<file path="src/source/usb_pkt_pkg.sv">
// packet level definitions: PID codes, CRC16 constants and the byte width
// ERR shares its code with PRE and is therefore not listed separately
`default_nettype none

package usb_pkt_pkg;

  // the low two bits give the packet type: 01 token, 11 data, 10 handshake
  typedef enum logic [3:0] {
    PID_RSVD  = 4'b0000,
    PID_OUT   = 4'b0001,
    PID_ACK   = 4'b0010,
    PID_DATA0 = 4'b0011,
    PID_PING  = 4'b0100,
    PID_SOF   = 4'b0101,
    PID_NYET  = 4'b0110,
    PID_DATA2 = 4'b0111,
    PID_SPLIT = 4'b1000,
    PID_IN    = 4'b1001,
    PID_NAK   = 4'b1010,
    PID_DATA1 = 4'b1011,
    PID_PRE   = 4'b1100,
    PID_SETUP = 4'b1101,
    PID_STALL = 4'b1110,
    PID_MDATA = 4'b1111
  } usb_pid_e;

  localparam int unsigned BYTE_W = 8;

  // x^16 + x^15 + x^2 + 1, run over the bits in line order
  localparam logic [15:0] CRC16_POLY    = 16'h8005;
  localparam logic [15:0] CRC16_INIT    = 16'hFFFF;
  localparam logic [15:0] CRC16_RESIDUE = 16'h800D;

endpackage

`default_nettype wire

</file>
<file path="src/source/usb_line_pkg.sv">
// line level definitions for a full-speed receiver sampled at 48 MHz
// symbol encodings keep D+ in bit 1 and D- in bit 0 for K and J
`default_nettype none

package usb_line_pkg;

  // settled line symbols plus the one-cycle transition state
  typedef enum logic [2:0] {
    SE0 = 3'b000,
    DK  = 3'b001,
    DJ  = 3'b010,
    DT  = 3'b100
  } line_state_e;

  // full speed is 12 Mbit/s, so a 48 MHz sample clock gives four clocks per bit
  localparam int unsigned CLKS_PER_BIT = 4;

  // phase at which a settled bit is taken, counted from the realigning transition
  localparam int unsigned SAMPLE_PHASE = 1;

  // last six symbols of a sync, oldest in the top bits: K J K J K K
  localparam logic [11:0] SYNC_PATTERN = 12'b01_10_01_10_01_01;

  // a zero is stuffed after this many consecutive ones
  localparam int unsigned MAX_ONES = 6;

endpackage

`default_nettype wire
</file>
<file path="src/source/usb_bit_if.sv">
// decoded bit stream between the bit decoder and the packet checker
// there is no back-pressure, every signal is a plain pulse or level
`timescale 1ns/1ps
`default_nettype none

interface usb_bit_if;

  logic bit_valid;  // one pulse per unstuffed data bit
  logic bit_data;   // decoded bit, qualified by bit_valid
  logic pid_start;  // first cycle of a packet, right after the sync
  logic pid_end;    // cycle on which the packet closes
  logic stuff_err;  // seven ones were seen, held until the next pid_start

  // the decoder produces the stream
  modport dec (output bit_valid, bit_data, pid_start, pid_end, stuff_err);

  // the checker only consumes it
  modport chk (input bit_valid, bit_data, pid_start, pid_end, stuff_err);

endinterface

`default_nettype wire

</file>
<file path="src/source/usb_fs_rx_top.sv">
// full-speed receive chain, usb_dp_i and usb_dn_i must already be synchronous
// the pair to output latency varies, pkt_end_o marks the close of a packet
`timescale 1ns/1ps
`default_nettype none

module usb_fs_rx_top
  import usb_line_pkg::*;
  import usb_pkt_pkg::*;
#(
  parameter int unsigned CLKS_PER_BIT = usb_line_pkg::CLKS_PER_BIT
) (
  input  wire logic         clk_i,
  input  wire logic         rst_ni,
  input  wire logic         usb_dp_i,
  input  wire logic         usb_dn_i,
  output logic              bit_strobe_o,
  output logic              pkt_start_o,
  output logic              pkt_end_o,
  output usb_pid_e          pid_o,
  output logic              valid_pid_o,
  output logic              valid_packet_o,
  output logic              rx_data_put_o,
  output logic [BYTE_W-1:0] rx_data_o,
  output logic              crc16_error_o,
  output logic              pid_error_o,
  output logic              bitstuff_error_o
);

  line_state_e line_state;
  logic        sample;

  usb_bit_if u_bits ();

  usb_line_fsm u_line_fsm (
    .clk_i        (clk_i),
    .rst_ni       (rst_ni),
    .usb_dp_i     (usb_dp_i),
    .usb_dn_i     (usb_dn_i),
    .line_state_o (line_state)
  );

  usb_bit_timer #(
    .CLKS_PER_BIT (CLKS_PER_BIT)
  ) u_bit_timer (
    .clk_i        (clk_i),
    .rst_ni       (rst_ni),
    .line_state_i (line_state),
    .sample_o     (sample)
  );

  usb_bit_decoder u_bit_decoder (
    .clk_i        (clk_i),
    .rst_ni       (rst_ni),
    .line_state_i (line_state),
    .sample_i     (sample),
    .bits         (u_bits.dec),
    .pkt_start_o  (pkt_start_o)
  );

  usb_pkt_checker u_pkt_checker (
    .clk_i            (clk_i),
    .rst_ni           (rst_ni),
    .bits             (u_bits.chk),
    .pid_o            (pid_o),
    .valid_pid_o      (valid_pid_o),
    .valid_packet_o   (valid_packet_o),
    .rx_data_put_o    (rx_data_put_o),
    .rx_data_o        (rx_data_o),
    .crc16_error_o    (crc16_error_o),
    .pid_error_o      (pid_error_o),
    .bitstuff_error_o (bitstuff_error_o)
  );

  assign bit_strobe_o = sample;
  assign pkt_end_o    = u_bits.pid_end;

endmodule

`default_nettype wire

</file>
<file path="src/source/usb_pkt_checker.sv">
// PID, length and CRC16 checks plus the byte deserializer
// bytes are put without back-pressure and must be taken on rx_data_put_o
// token packets are never reported valid since their CRC5 is not checked
`timescale 1ns/1ps
`default_nettype none

module usb_pkt_checker
  import usb_pkt_pkg::*;
(
  input  wire logic         clk_i,
  input  wire logic         rst_ni,
  usb_bit_if.chk            bits,
  output usb_pid_e          pid_o,
  output logic              valid_pid_o,
  output logic              valid_packet_o,
  output logic              rx_data_put_o,
  output logic [BYTE_W-1:0] rx_data_o,
  output logic              crc16_error_o,
  output logic              pid_error_o,
  output logic              bitstuff_error_o
);

  localparam int unsigned IDX_W = $clog2(BYTE_W);
  localparam logic [1:0]  TYPE_HANDSHAKE = 2'b10;
  localparam logic [1:0]  TYPE_DATA = 2'b11;

  logic              in_pkt_q;
  logic [BYTE_W-1:0] pid_q;
  logic [IDX_W:0]    pid_cnt_q;
  logic              pid_done;
  logic              pid_ok;
  logic              take_pid;
  logic              take_body;
  logic              byte_last;
  logic [IDX_W-1:0]  bit_idx_q;
  logic [1:0]        byte_cnt_q;
  logic [15:0]       crc_q;
  logic              crc_fb;
  logic              crc_ok;
  logic [BYTE_W-1:0] data_q;
  logic              is_data;
  logic              is_handshake;
  logic              hs_len_ok;
  logic              data_len_ok;

  // the first eight bits are the PID, everything after it is packet body
  assign pid_done  = pid_cnt_q[IDX_W];
  assign take_pid  = bits.bit_valid && in_pkt_q && !pid_done;
  assign take_body = bits.bit_valid && in_pkt_q && pid_done;
  assign byte_last = (bit_idx_q == IDX_W'(BYTE_W - 1));

  ////////////////////////////////////////
  // PID capture and body counters
  ////////////////////////////////////////

  // byte_cnt_q saturates at two, which is all the length checks need
  always_ff @(posedge clk_i or negedge rst_ni) begin
    if (!rst_ni) begin
      in_pkt_q      <= 1'b0;
      pid_q         <= '0;
      pid_cnt_q     <= '0;
      bit_idx_q     <= '0;
      byte_cnt_q    <= '0;
      rx_data_put_o <= 1'b0;
    end else begin
      if (bits.pid_start) begin
        in_pkt_q   <= 1'b1;
        pid_cnt_q  <= '0;
        bit_idx_q  <= '0;
        byte_cnt_q <= '0;
      end else begin
        if (bits.pid_end) begin
          in_pkt_q <= 1'b0;
        end
        // the PID arrives LSB first like every other byte
        if (take_pid) begin
          pid_q     <= {bits.bit_data, pid_q[BYTE_W-1:1]};
          pid_cnt_q <= pid_cnt_q + 1'b1;
        end
        if (take_body) begin
          bit_idx_q <= byte_last ? '0 : bit_idx_q + 1'b1;
          if (byte_last && (byte_cnt_q != 2'd2)) begin
            byte_cnt_q <= byte_cnt_q + 1'b1;
          end
        end
      end
      rx_data_put_o <= take_body && byte_last;
    end
  end

  ////////////////////////////////////////
  // CRC16 and deserializer
  ////////////////////////////////////////

  // the CRC covers the body including the CRC bytes themselves, so a good
  // packet leaves the fixed residue behind
  assign crc_fb = bits.bit_data ^ crc_q[15];

  always_ff @(posedge clk_i) begin
    if (bits.pid_start) begin
      crc_q <= CRC16_INIT;
    end else if (take_body) begin
      crc_q <= {crc_q[14:0], 1'b0} ^ (crc_fb ? CRC16_POLY : 16'h0000);
    end
    if (take_body) begin
      data_q <= {bits.bit_data, data_q[BYTE_W-1:1]};
    end
  end

  assign rx_data_o = data_q;
  assign pid_o     = usb_pid_e'(pid_q[3:0]);

  // the upper nibble must be the complement of the lower one
  assign pid_ok       = pid_done && (pid_q[7:4] == ~pid_q[3:0]);
  assign is_data      = (pid_q[1:0] == TYPE_DATA);
  assign is_handshake = (pid_q[1:0] == TYPE_HANDSHAKE);
  assign crc_ok       = (crc_q == CRC16_RESIDUE);
  assign hs_len_ok    = (byte_cnt_q == 2'd0) && (bit_idx_q == '0);
  assign data_len_ok  = (byte_cnt_q == 2'd2) && (bit_idx_q == '0);

  assign valid_pid_o    = pid_ok;
  assign valid_packet_o = pid_ok && !bits.stuff_err &&
                          ((is_handshake && hs_len_ok) || (is_data && data_len_ok && crc_ok));

  // error flags only pulse on the closing cycle of a packet
  assign crc16_error_o    = bits.pid_end && pid_ok && is_data && !crc_ok;
  assign pid_error_o      = bits.pid_end && !pid_ok;
  assign bitstuff_error_o = bits.pid_end && bits.stuff_err;

  // the decoder never closes a packet right behind a data bit
  a_put_in_packet: assert property (@(posedge clk_i) disable iff (!rst_ni)
    rx_data_put_o |-> in_pkt_q && !bits.pid_end);

endmodule

`default_nettype wire

</file>
<file path="src/source/usb_bit_decoder.sv">
// framing, NRZI decode and unstuffing on the sampled symbol stream
// the stuffing run is counted from the first bit after the sync
// after a stuffing error no new sync is taken until the line shows SE0
`timescale 1ns/1ps
`default_nettype none

module usb_bit_decoder
  import usb_line_pkg::*;
(
  input  wire logic        clk_i,
  input  wire logic        rst_ni,
  input  wire line_state_e line_state_i,
  input  wire logic        sample_i,
  usb_bit_if.dec           bits,
  output logic             pkt_start_o
);

  localparam int unsigned HIST_W = $bits(SYNC_PATTERN);
  localparam int unsigned ONES_W = $clog2(MAX_ONES + 1);
  localparam logic [1:0]  SYM_SE0 = 2'(SE0);
  localparam logic [1:0]  SYM_K = 2'(DK);
  localparam logic [1:0]  SYM_J = 2'(DJ);

  logic [HIST_W-1:0] hist_q;
  logic [HIST_W-1:0] hist_next;
  logic [1:0]        sym;
  logic              in_pkt_q;
  logic              wait_se0_q;
  logic [ONES_W-1:0] ones_q;
  logic              see_sop;
  logic              see_sync;
  logic              see_eop;
  logic              raw_valid;
  logic              raw_bit;
  logic              stuffed;
  logic              seventh_one;

  ////////////////////////////////////////
  // packet framing
  ////////////////////////////////////////

  // the newest symbol enters at the bottom of the history
  assign sym       = line_state_i[1:0];
  assign hist_next = {hist_q[HIST_W-3:0], sym};

  // start of sync is the first K that follows idle J
  assign see_sop  = sample_i && !in_pkt_q && !wait_se0_q &&
                    (hist_next[5:0] == {SYM_J, SYM_J, SYM_K});
  assign see_sync = sample_i && !in_pkt_q && !wait_se0_q && (hist_next == SYNC_PATTERN);

  // end of packet on two SE0 bits in a row or on seven ones
  assign see_eop = sample_i && in_pkt_q &&
                   ((hist_next[3:0] == {SYM_SE0, SYM_SE0}) || seventh_one);

  ////////////////////////////////////////
  // NRZI decode and unstuffing
  ////////////////////////////////////////

  // a bit needs a K or J now and on the bit before, so the first SE0 of
  // the EOP produces nothing
  assign raw_valid = sample_i && in_pkt_q && (sym != SYM_SE0) && (hist_q[1:0] != SYM_SE0);
  // no change on the line means a one
  assign raw_bit = (sym == hist_q[1:0]);

  // the zero after a full run of ones is the stuffed bit and is dropped
  assign stuffed     = raw_valid && !raw_bit && (ones_q == ONES_W'(MAX_ONES));
  assign seventh_one = raw_valid && raw_bit && (ones_q == ONES_W'(MAX_ONES));

  always_ff @(posedge clk_i or negedge rst_ni) begin
    if (!rst_ni) begin
      hist_q         <= {(HIST_W / 2){SYM_K}};
      in_pkt_q       <= 1'b0;
      wait_se0_q     <= 1'b0;
      ones_q         <= '0;
      bits.bit_valid <= 1'b0;
      bits.pid_start <= 1'b0;
      bits.pid_end   <= 1'b0;
      bits.stuff_err <= 1'b0;
      pkt_start_o    <= 1'b0;
    end else begin
      if (sample_i) begin
        hist_q <= hist_next;
      end
      if (see_sync) begin
        in_pkt_q <= 1'b1;
      end else if (see_eop) begin
        in_pkt_q <= 1'b0;
      end
      // the rest of a broken packet is ignored until its EOP has passed
      if (seventh_one) begin
        wait_se0_q <= 1'b1;
      end else if (sample_i && !in_pkt_q && (sym == SYM_SE0)) begin
        wait_se0_q <= 1'b0;
      end
      if (see_sync) begin
        ones_q <= '0;
      end else if (raw_valid && !raw_bit) begin
        ones_q <= '0;
      end else if (raw_valid && !seventh_one) begin
        ones_q <= ones_q + 1'b1;
      end
      bits.bit_valid <= raw_valid && !stuffed && !seventh_one;
      bits.pid_start <= see_sync;
      bits.pid_end   <= see_eop;
      pkt_start_o    <= see_sop;
      if (see_sync) begin
        bits.stuff_err <= 1'b0;
      end else if (seventh_one) begin
        bits.stuff_err <= 1'b1;
      end
    end
  end

  always_ff @(posedge clk_i) begin
    if (raw_valid) begin
      bits.bit_data <= raw_bit;
    end
  end

endmodule

`default_nettype wire

</file>
<file path="src/source/usb_bit_timer.sv">
// bit phase recovery from the DT state of the line FSM
// needs CLKS_PER_BIT of at least 3 and SAMPLE_PHASE below CLKS_PER_BIT
`timescale 1ns/1ps
`default_nettype none

module usb_bit_timer
  import usb_line_pkg::*;
#(
  parameter int unsigned CLKS_PER_BIT = usb_line_pkg::CLKS_PER_BIT
) (
  input  wire logic        clk_i,
  input  wire logic        rst_ni,
  input  wire line_state_e line_state_i,
  output logic             sample_o
);

  localparam int unsigned PHASE_W = $clog2(CLKS_PER_BIT);

  logic [PHASE_W-1:0] phase_q;

  // every transition restarts the bit, and between transitions the phase
  // free-runs so long runs of one symbol still give one sample per bit
  always_ff @(posedge clk_i or negedge rst_ni) begin
    if (!rst_ni) begin
      phase_q <= '0;
    end else if (line_state_i == DT) begin
      phase_q <= '0;
    end else if (phase_q == PHASE_W'(CLKS_PER_BIT - 1)) begin
      phase_q <= '0;
    end else begin
      phase_q <= phase_q + 1'b1;
    end
  end

  // sampling away from the edge leaves room for DT and receiver skew
  assign sample_o = (phase_q == PHASE_W'(SAMPLE_PHASE));

  a_phase_in_range: assert property (@(posedge clk_i) disable iff (!rst_ni)
    phase_q < CLKS_PER_BIT);

endmodule

`default_nettype wire

</file>
<file path="src/source/usb_line_fsm.sv">
// recovers the line state from a D+/D- pair that is already synchronous to clk_i
// SE1 is illegal on the bus and is read as SE0 so the packet fails its checks
`timescale 1ns/1ps
`default_nettype none

module usb_line_fsm
  import usb_line_pkg::*;
(
  input  wire logic  clk_i,
  input  wire logic  rst_ni,
  input  wire logic  usb_dp_i,
  input  wire logic  usb_dn_i,
  output line_state_e line_state_o
);

  line_state_e state_q;
  line_state_e state_d;
  logic [1:0]  pair;

  assign pair = {usb_dp_i, usb_dn_i};

  // one of the two wires may switch a sample before the other, so any
  // change first parks the FSM in DT for a clock and the pair is only
  // decoded once both wires have had time to settle
  always_comb begin
    state_d = state_q;
    if (state_q == DT) begin
      unique case (pair)
        2'b01:   state_d = DK;
        2'b10:   state_d = DJ;
        default: state_d = SE0;
      endcase
    end else if (pair != state_q[1:0]) begin
      state_d = DT;
    end
  end

  always_ff @(posedge clk_i or negedge rst_ni) begin
    if (!rst_ni) begin
      state_q <= SE0;
    end else begin
      state_q <= state_d;
    end
  end

  assign line_state_o = state_q;

  // the bit timer realigns on DT, a stuck DT would hold the phase at zero
  a_dt_single_cycle: assert property (@(posedge clk_i) disable iff (!rst_ni)
    state_q == DT |=> state_q != DT);

endmodule

`default_nettype wire

</file>
<file path="config.mk">
export PLATFORM = sky130hd
export DESIGN_NAME = usb_fs_rx_top
export DESIGN_NICKNAME = d
export VERILOG_FILES = /design/src/source/usb_pkt_pkg.sv /design/src/source/usb_line_pkg.sv /design/src/source/usb_bit_if.sv /design/src/source/usb_fs_rx_top.sv /design/src/source/usb_pkt_checker.sv /design/src/source/usb_bit_decoder.sv /design/src/source/usb_bit_timer.sv /design/src/source/usb_line_fsm.sv
export SDC_FILE = /design/constraint.sdc
export NUM_CORES = 1
export LEC_CHECK = 0
export ABC_CLOCK_PERIOD_IN_PS = 2200
export CAP_MARGIN = 20
export CORE_MARGIN = 2
export CORE_UTILIZATION = 40
export CTS_CLUSTER_DIAMETER = 60
export DETAILED_ROUTE_END_ITERATION = 10
export DONT_BUFFER_PORTS = 1
export HOLD_SLACK_MARGIN = 0.06
export PLACE_DENSITY = 0.64
export SLEW_MARGIN = 40
export SYNTH_ARGS = -nofsm -noshare
export SYNTH_HDL_FRONTEND = slang
export SYNTH_SLANG_ARGS = --single-unit
export TNS_END_PERCENT = 50
</file>
<file path="constraint.sdc">
create_clock -name clk_i -period 2.2 [get_ports clk_i]
set_clock_uncertainty 0.05 [all_clocks]
set_input_delay 0.11 -clock clk_i [delete_from_list [all_inputs] [get_ports clk_i]]
set_output_delay 0.11 -clock clk_i [all_outputs]
set_load 0.05 [all_outputs]
</file>
# Yosys cells after proc, flatten, opt, wreduce, memory -nomap -nowiden
# Index checks and enable logic that the tools add are counted.
# totals
register_bits	69
input_bits	4
out_inout_bits	21
elab_cells	133
# classes
add_sub_neg	5
eq_ne	17
mux	25
bitwise	4
n_reduce_logical	62
# op_table
operator	n
$logic_and 1x1->1	34
$mux 3	8
$reduce_bool 2->1	10
$eq 16x16->1 const B	1
$mux 16	1
$xor 16x16->16	1
$eq 12x11->1 const B	1
$eq 2x2->1 const B	5
$mux 2	5
$eq 3x3->1 const B	3
$logic_not 1->1	9
$mux 1	8
$mux 4	2
$add 3x1->3 const B	2
$eq 6x6->1 const B	1
$add 2x1->2 const B	2
$add 4x1->4 const B	1
$eq 2x1->1 const B	2
$eq 4x4->1	1
$logic_not 2->1	2
$logic_not 4->1	1
$not 4->4	1
$pmux 2 s2	1
$reduce_and 2->1	2
8 further kinds	9

# Depth between registers and ports, before layout
# depth
word_depth	11
depth_mapped	7
mapped_depth_nobuf	7

# Cells and area by module
# A second synthesis with hierarchy kept.
# hier_totals
hier_cells	269
area_unflattened_um2	3123.0
# modules_own_cells
module	instances	cells_each	area_per_inst_um2	seq_area_each_um2
usb_pkt_checker	1	173	1915.6	1036.0
usb_bit_decoder	1	72	940.9	536.8
usb_line_fsm	1	16	161.4	75.1
usb_bit_timer	1	8	105.1	50.0

# Least setup slack after synthesis
# No wires, ideal clock.
# synth_timing
path_type	register to register
from	reg u_bit_timer.phase_q[1]
to	reg u_bit_decoder.in_pkt_q
setup_time_ps	119
arrival_time_ps	1762
slack_ps	269
path_stages_with_launch	8
period_less_slack_ps	1931
path_cell_list	dfrtp_1 inv_1 ha_1 nand2_1 or3_4 clkinv_4 nand2_1 a21bo_1
# synth_between
elab_chain_cells	9
# synth_rtl
element	line_no	rtl
from (decl)	usb_bit_timer.sv:19	logic [PHASE_W-1:0] phase_q;
from (signal assigned)	usb_bit_timer.sv:31	phase_q <= phase_q + 1'b1;
$eq 2x1->1	usb_bit_timer.sv:36	assign sample_o = (phase_q == PHASE_W'(SAMPLE_PHASE));
via bit_strobe_o	usb_fs_rx_top.sv:16	output logic bit_strobe_o,
$logic_and 1x1->1 (3 in series)	usb_bit_decoder.sv:61	assign raw_valid = sample_i && in_pkt_q && (sym != SYM_SE0) && (hist_q[1:0] != SYM_SE0);
via u_bit_decoder.raw_valid	usb_bit_decoder.sv:33	logic raw_valid;
$logic_and 1x1->1 (2 in series)	usb_bit_decoder.sv:67	assign seventh_one = raw_valid && raw_bit && (ones_q == ONES_W'(MAX_ONES));
$logic_or 1x1->1	usb_bit_decoder.sv:53	((hist_next[3:0] == {SYM_SE0, SYM_SE0}) || seventh_one);
$logic_and 1x1->1	usb_bit_decoder.sv:52	assign see_eop = sample_i && in_pkt_q &&
$reduce_bool 2->1 (no line)	-	
to (signal assigned)	usb_bit_decoder.sv:72	in_pkt_q <= 1'b0;
to (signal assigned)	usb_bit_decoder.sv:85	in_pkt_q <= 1'b1;
to (signal assigned)	usb_bit_decoder.sv:87	in_pkt_q <= 1'b0;
to (decl)	usb_bit_decoder.sv:27	logic in_pkt_q;
# The timed path passes the listed nets, and every way through them passes these cells.
# A chain may end at the register's enable or synchronous reset.

# Final worst setup path
# layout_timing
from	reg u_pkt_checker.pid_q[3]
to	out valid_packet_o
# layout_between
elab_chain_cells	5
# layout_rtl
element	line_no	rtl
from (decl)	usb_pkt_checker.sv:28	logic [BYTE_W-1:0] pid_q;
from (signal assigned)	usb_pkt_checker.sv:77	pid_q <= {bits.bit_data, pid_q[BYTE_W-1:1]};
$not 4->4	usb_pkt_checker.sv:114	assign pid_ok = pid_done && (pid_q[7:4] == ~pid_q[3:0]);
$eq 4x4->1	usb_pkt_checker.sv:114	
$logic_and 1x1->1	usb_pkt_checker.sv:114	
$logic_and 1x1->1 (2 in series)	usb_pkt_checker.sv:122	assign valid_packet_o = pid_ok && !bits.stuff_err &&
to (decl)	usb_fs_rx_top.sv:21	output logic valid_packet_o,
# No other way between the ends.

==> flow_metrics.py <==
metrics = {
    "routing": {
        "ant_nets": 0,
        "vias": 2037,
        "viasPerCell": 5.11,
        "dr.pass1.iters": 4,
        "routed_wl_um": 5660,
        "first_iter_violations": 55,
        "wire_per_inst_um": 14.2,
        "route.detailed.drc": 0,
    },
    "power": {
        "vdd_drop_max_mv": 0.777,
        "p_leak_nw": 1.55,
        "pwr-share-clk_pct": 30.8,
        "total_power_mw": 2.89,
        "p_seq_share_pct": 53.0,
        "p_int_mw": 2.06,
        "combPwrFrac_pct": 16.2,
        "p_sw_mw": 0.833,
        "power.density_nw_per_um2": 819,
        "p_sw_share_pct": 28.8,
    },
    "timing": {
        "fin_crit_sh_pct": 94.6,
        "relSlewSlack_pct": 61.0,
        "hold_viol": 0,
        "rsz0062_at_grt": "no",
        "setup_violations": 0,
        "tightest_slew_ps": 585,
        "slew_viol_final": 0,
        "clock.fmax_mhz": 480,
        "post-route-min-period_ps": 2080,
        "layout_setup_ws_ps": 119,
        "setup_tns_ps": 0,
    },
    "clock_tree": {
        "cts_tree": "yes",
        "path_clk_slew_ps": 80,
        "cts_buffers": 9,
        "cts_max_level": 3,
        "post_cts_buffers": 0,
        "clockBufferDepth": 2,
        "clkLatencyLatePin_ps": 340,
        "cts.sinks": 69,
        "ctsRootBufferMaster": "clkbuf_8",
    },
    "critical_path": {
        "rrSetupSlack_ps": 540,
        "crit_arrival_ps": 1920,
        "rr_endpoint": "u_bit_decoder.in_pkt_q",
        "crit_end": "valid_packet_o",
        "cp.required_ps": 2040,
        "cp_max_fo": 5,
        "endpoint_kind": "output port",
        "worstSetupPathType": "reg -> out",
        "startpoint_type": "flop",
        "crit_path_start": "u_pkt_checker.pid_q[3]",
        "r2r_start": "u_bit_timer.phase_q[1]",
        "r2r_cells": 7,
    },
    "layout": {
        "antenna_cells": 0,
        "fin_util_pct": 46.2,
        "drive_gt1_share_pct": 21.5,
        "area_delta_synth_final_pct": 12.8,
        "finalNetCount": 306,
    },
    "yosys": {
        "synth_area_leaders": "dfrtp_1 (31%), dfxtp_1 (10%), edfxtp_1 (8.6%)",
        "ys.flop_type": "dfrtp_1",
        "ys_seq_area_share_pct": 54.2,
        "synth_top_family_by_area": "simple AND/OR/NAND/NOR gates",
        "async_flop_share_pct": 63.8,
        "synth_simple_gate_area_share_pct": 19.5,
        "synth-edff-count": 9,
        "syn_inst": 276,
        "yosys.area.top_type": "dfrtp_1",
        "synth_cell_types": 56,
        "synthMostInstantiatedCell": "nand2_1",
        "syn-cell-area_um2": 3130,
        "yosysTopAreaCellShare_pct": 31.2,
        "syn_nets": 290,
        "synthXorXnorAreaFrac_pct": 2.80,
        "avgSynthCellArea_um2": 11.3,
        "synth.yosys.warnings": 0,
        "synthTopCellsByCount": "nand2_1 (42), dfrtp_1 (39), dfxtp_1 (16), nor2_1 (16), nand3b_1 (14)",
        "synthAdderAreaFrac_pct": 4.00,
        "synth_mux_area_share_pct": 8.07,
        "synth_compound_area_share_pct": 7.03,
        "ys_ff_latch": 69,
    },
    "floorplan": {
        "start_util_pct": 41.0,
        "die_w_um": 92.5,
        "io_pins": 25,
        "die_h_um": 92.5,
        "rows": 32,
        "core_area_um2": 7650,
        "dieArea_um2": 8550,
    },
    "placed_design": {
        "gp_congestion": 0.812,
        "port_buffers": 0,
        "hpwl_um": 3850,
        "pre_cts_slack_ps": 508,
    },
    "global_route": {
        "antenna_found_initial": 0,
        "grt.total_usage_pct": 14.5,
        "grt_pass1_vias": 2036,
        "grt_pass1_wl_um": 9670,
        "grt_overflow": 0,
        "grt_max_degree": 45,
    },
    "run_status": {
        "outcome": "finished, final reports clean",
    },
    "run": {
        "maxCapViolations": 0,
    },
    "worst_hold_path": {
        "hp-class": "in -> reg",
    },
}
## worst max-delay path, cell delays in order (launching register included)
cell	delay [ps]
dfrtp_1	480
nor2_1	80
a221oi_1	370
nand2_1	150
and4b_1	340
buf_12	150
## metrics by stage
step	cells	hold WS, ps	area, um^2
floorplan	276	-236	3130
global placement	378	-234	3290
detailed placement	378	-235	3290
CTS	399	104	3520
global route	399	152	3530
finish	399	127	3530
## worst min-delay path by stage
stage               startpoint                            to  slack, ps  cells past startpoint
floorplan               rst_ni  u_bit_decoder.bits.bit_valid       -240                      0
global placement        rst_ni       u_bit_decoder.hist_q[3]       -230                      0
detailed placement      rst_ni       u_bit_decoder.hist_q[3]       -230                      0
CTS                   usb_dp_i    u_line_fsm.line_state_o[2]        100                      3
global route          usb_dp_i    u_line_fsm.line_state_o[2]        150                      3
finish                usb_dp_i    u_line_fsm.line_state_o[2]        130                      3
## sequential cells by signal, indices dropped and copies added, names as in the netlist
name,cells
u_bit_decoder.bits.bit_data,1
u_bit_decoder.bits.bit_valid,1
u_bit_decoder.bits.pid_end,1
u_bit_decoder.bits.pid_start,1
u_bit_decoder.bits.stuff_err,1
u_bit_decoder.hist_q,10
u_bit_decoder.in_pkt_q,1
u_bit_decoder.ones_q,3
u_bit_decoder.pkt_start_o,1
u_bit_decoder.wait_se0_q,1
u_bit_timer.phase_q,2
u_line_fsm.line_state_o,3
u_pkt_checker.bit_idx_q,3
u_pkt_checker.byte_cnt_q,2
u_pkt_checker.crc_q,16
u_pkt_checker.in_pkt_q,1
u_pkt_checker.pid_cnt_q,4
u_pkt_checker.pid_q,8
u_pkt_checker.rx_data_o,8
u_pkt_checker.rx_data_put_o,1
## cell families after synthesis
| logic type | count (synthesis) |
|---|---|
| flops | 69 |
| simple gates | 108 |
| compound gates | 33 |
| buf+inv | 26 |
| mux | 20 |
| xor+xnor | 10 |
| fa+ha+maj | 10 |
## timing repair
action | CTS | global route
endpoints found under the hold margin | 47 | 0
resized for setup | 0 | 1
endpoints found under the setup margin | 0 | 1
hold buffers | 5 | 0
## routing by layer
metal	track usage (%)	share of wire, %
met4	3.48	0.58
met1	18.1	47
met5	0	0
met2	23.5	48
met3	5.94	3.8
## final cells by class
| cell class | instances | area (um^2) |
|---|---|---|
| Clock buffer | 10 | 128 |
| Clock inverter | 6 | 36.3 |
| Timing Repair Buffer | 19 | 185 |
| Multi-Input combinational cell | 181 | 1310 |
| Fill cell | 705 | 4120 |
| Tap cell | 102 | 128 |
| Inverter | 12 | 50.0 |
| Sequential cell | 69 | 1700 |
## power by group through the flow
stage               Sequential (mW)  Combinational [mW]  Clock, mW
global placement               1.56               0.433          0
global route                   1.56               0.516      0.971
detailed placement             1.56               0.440          0
CTS                            1.54               0.474      0.916
finish                         1.54               0.468      0.891
floorplan                      1.52               0.375          0
## placed cells by master, fill, tap and decap left out, types with 9 or more instances in the layout
master,instances
dfxtp_1,16
edfxtp_1,9
mux2_2,10
a21oi_1,11
ha_1,10
inv_1,10
nand2_1,42
clkbuf_8,9
buf_4,13
nand3b_1,14
dfrtp_1,39
nor2_1,16
Note: power is estimated with default switching activity, not from simulation.
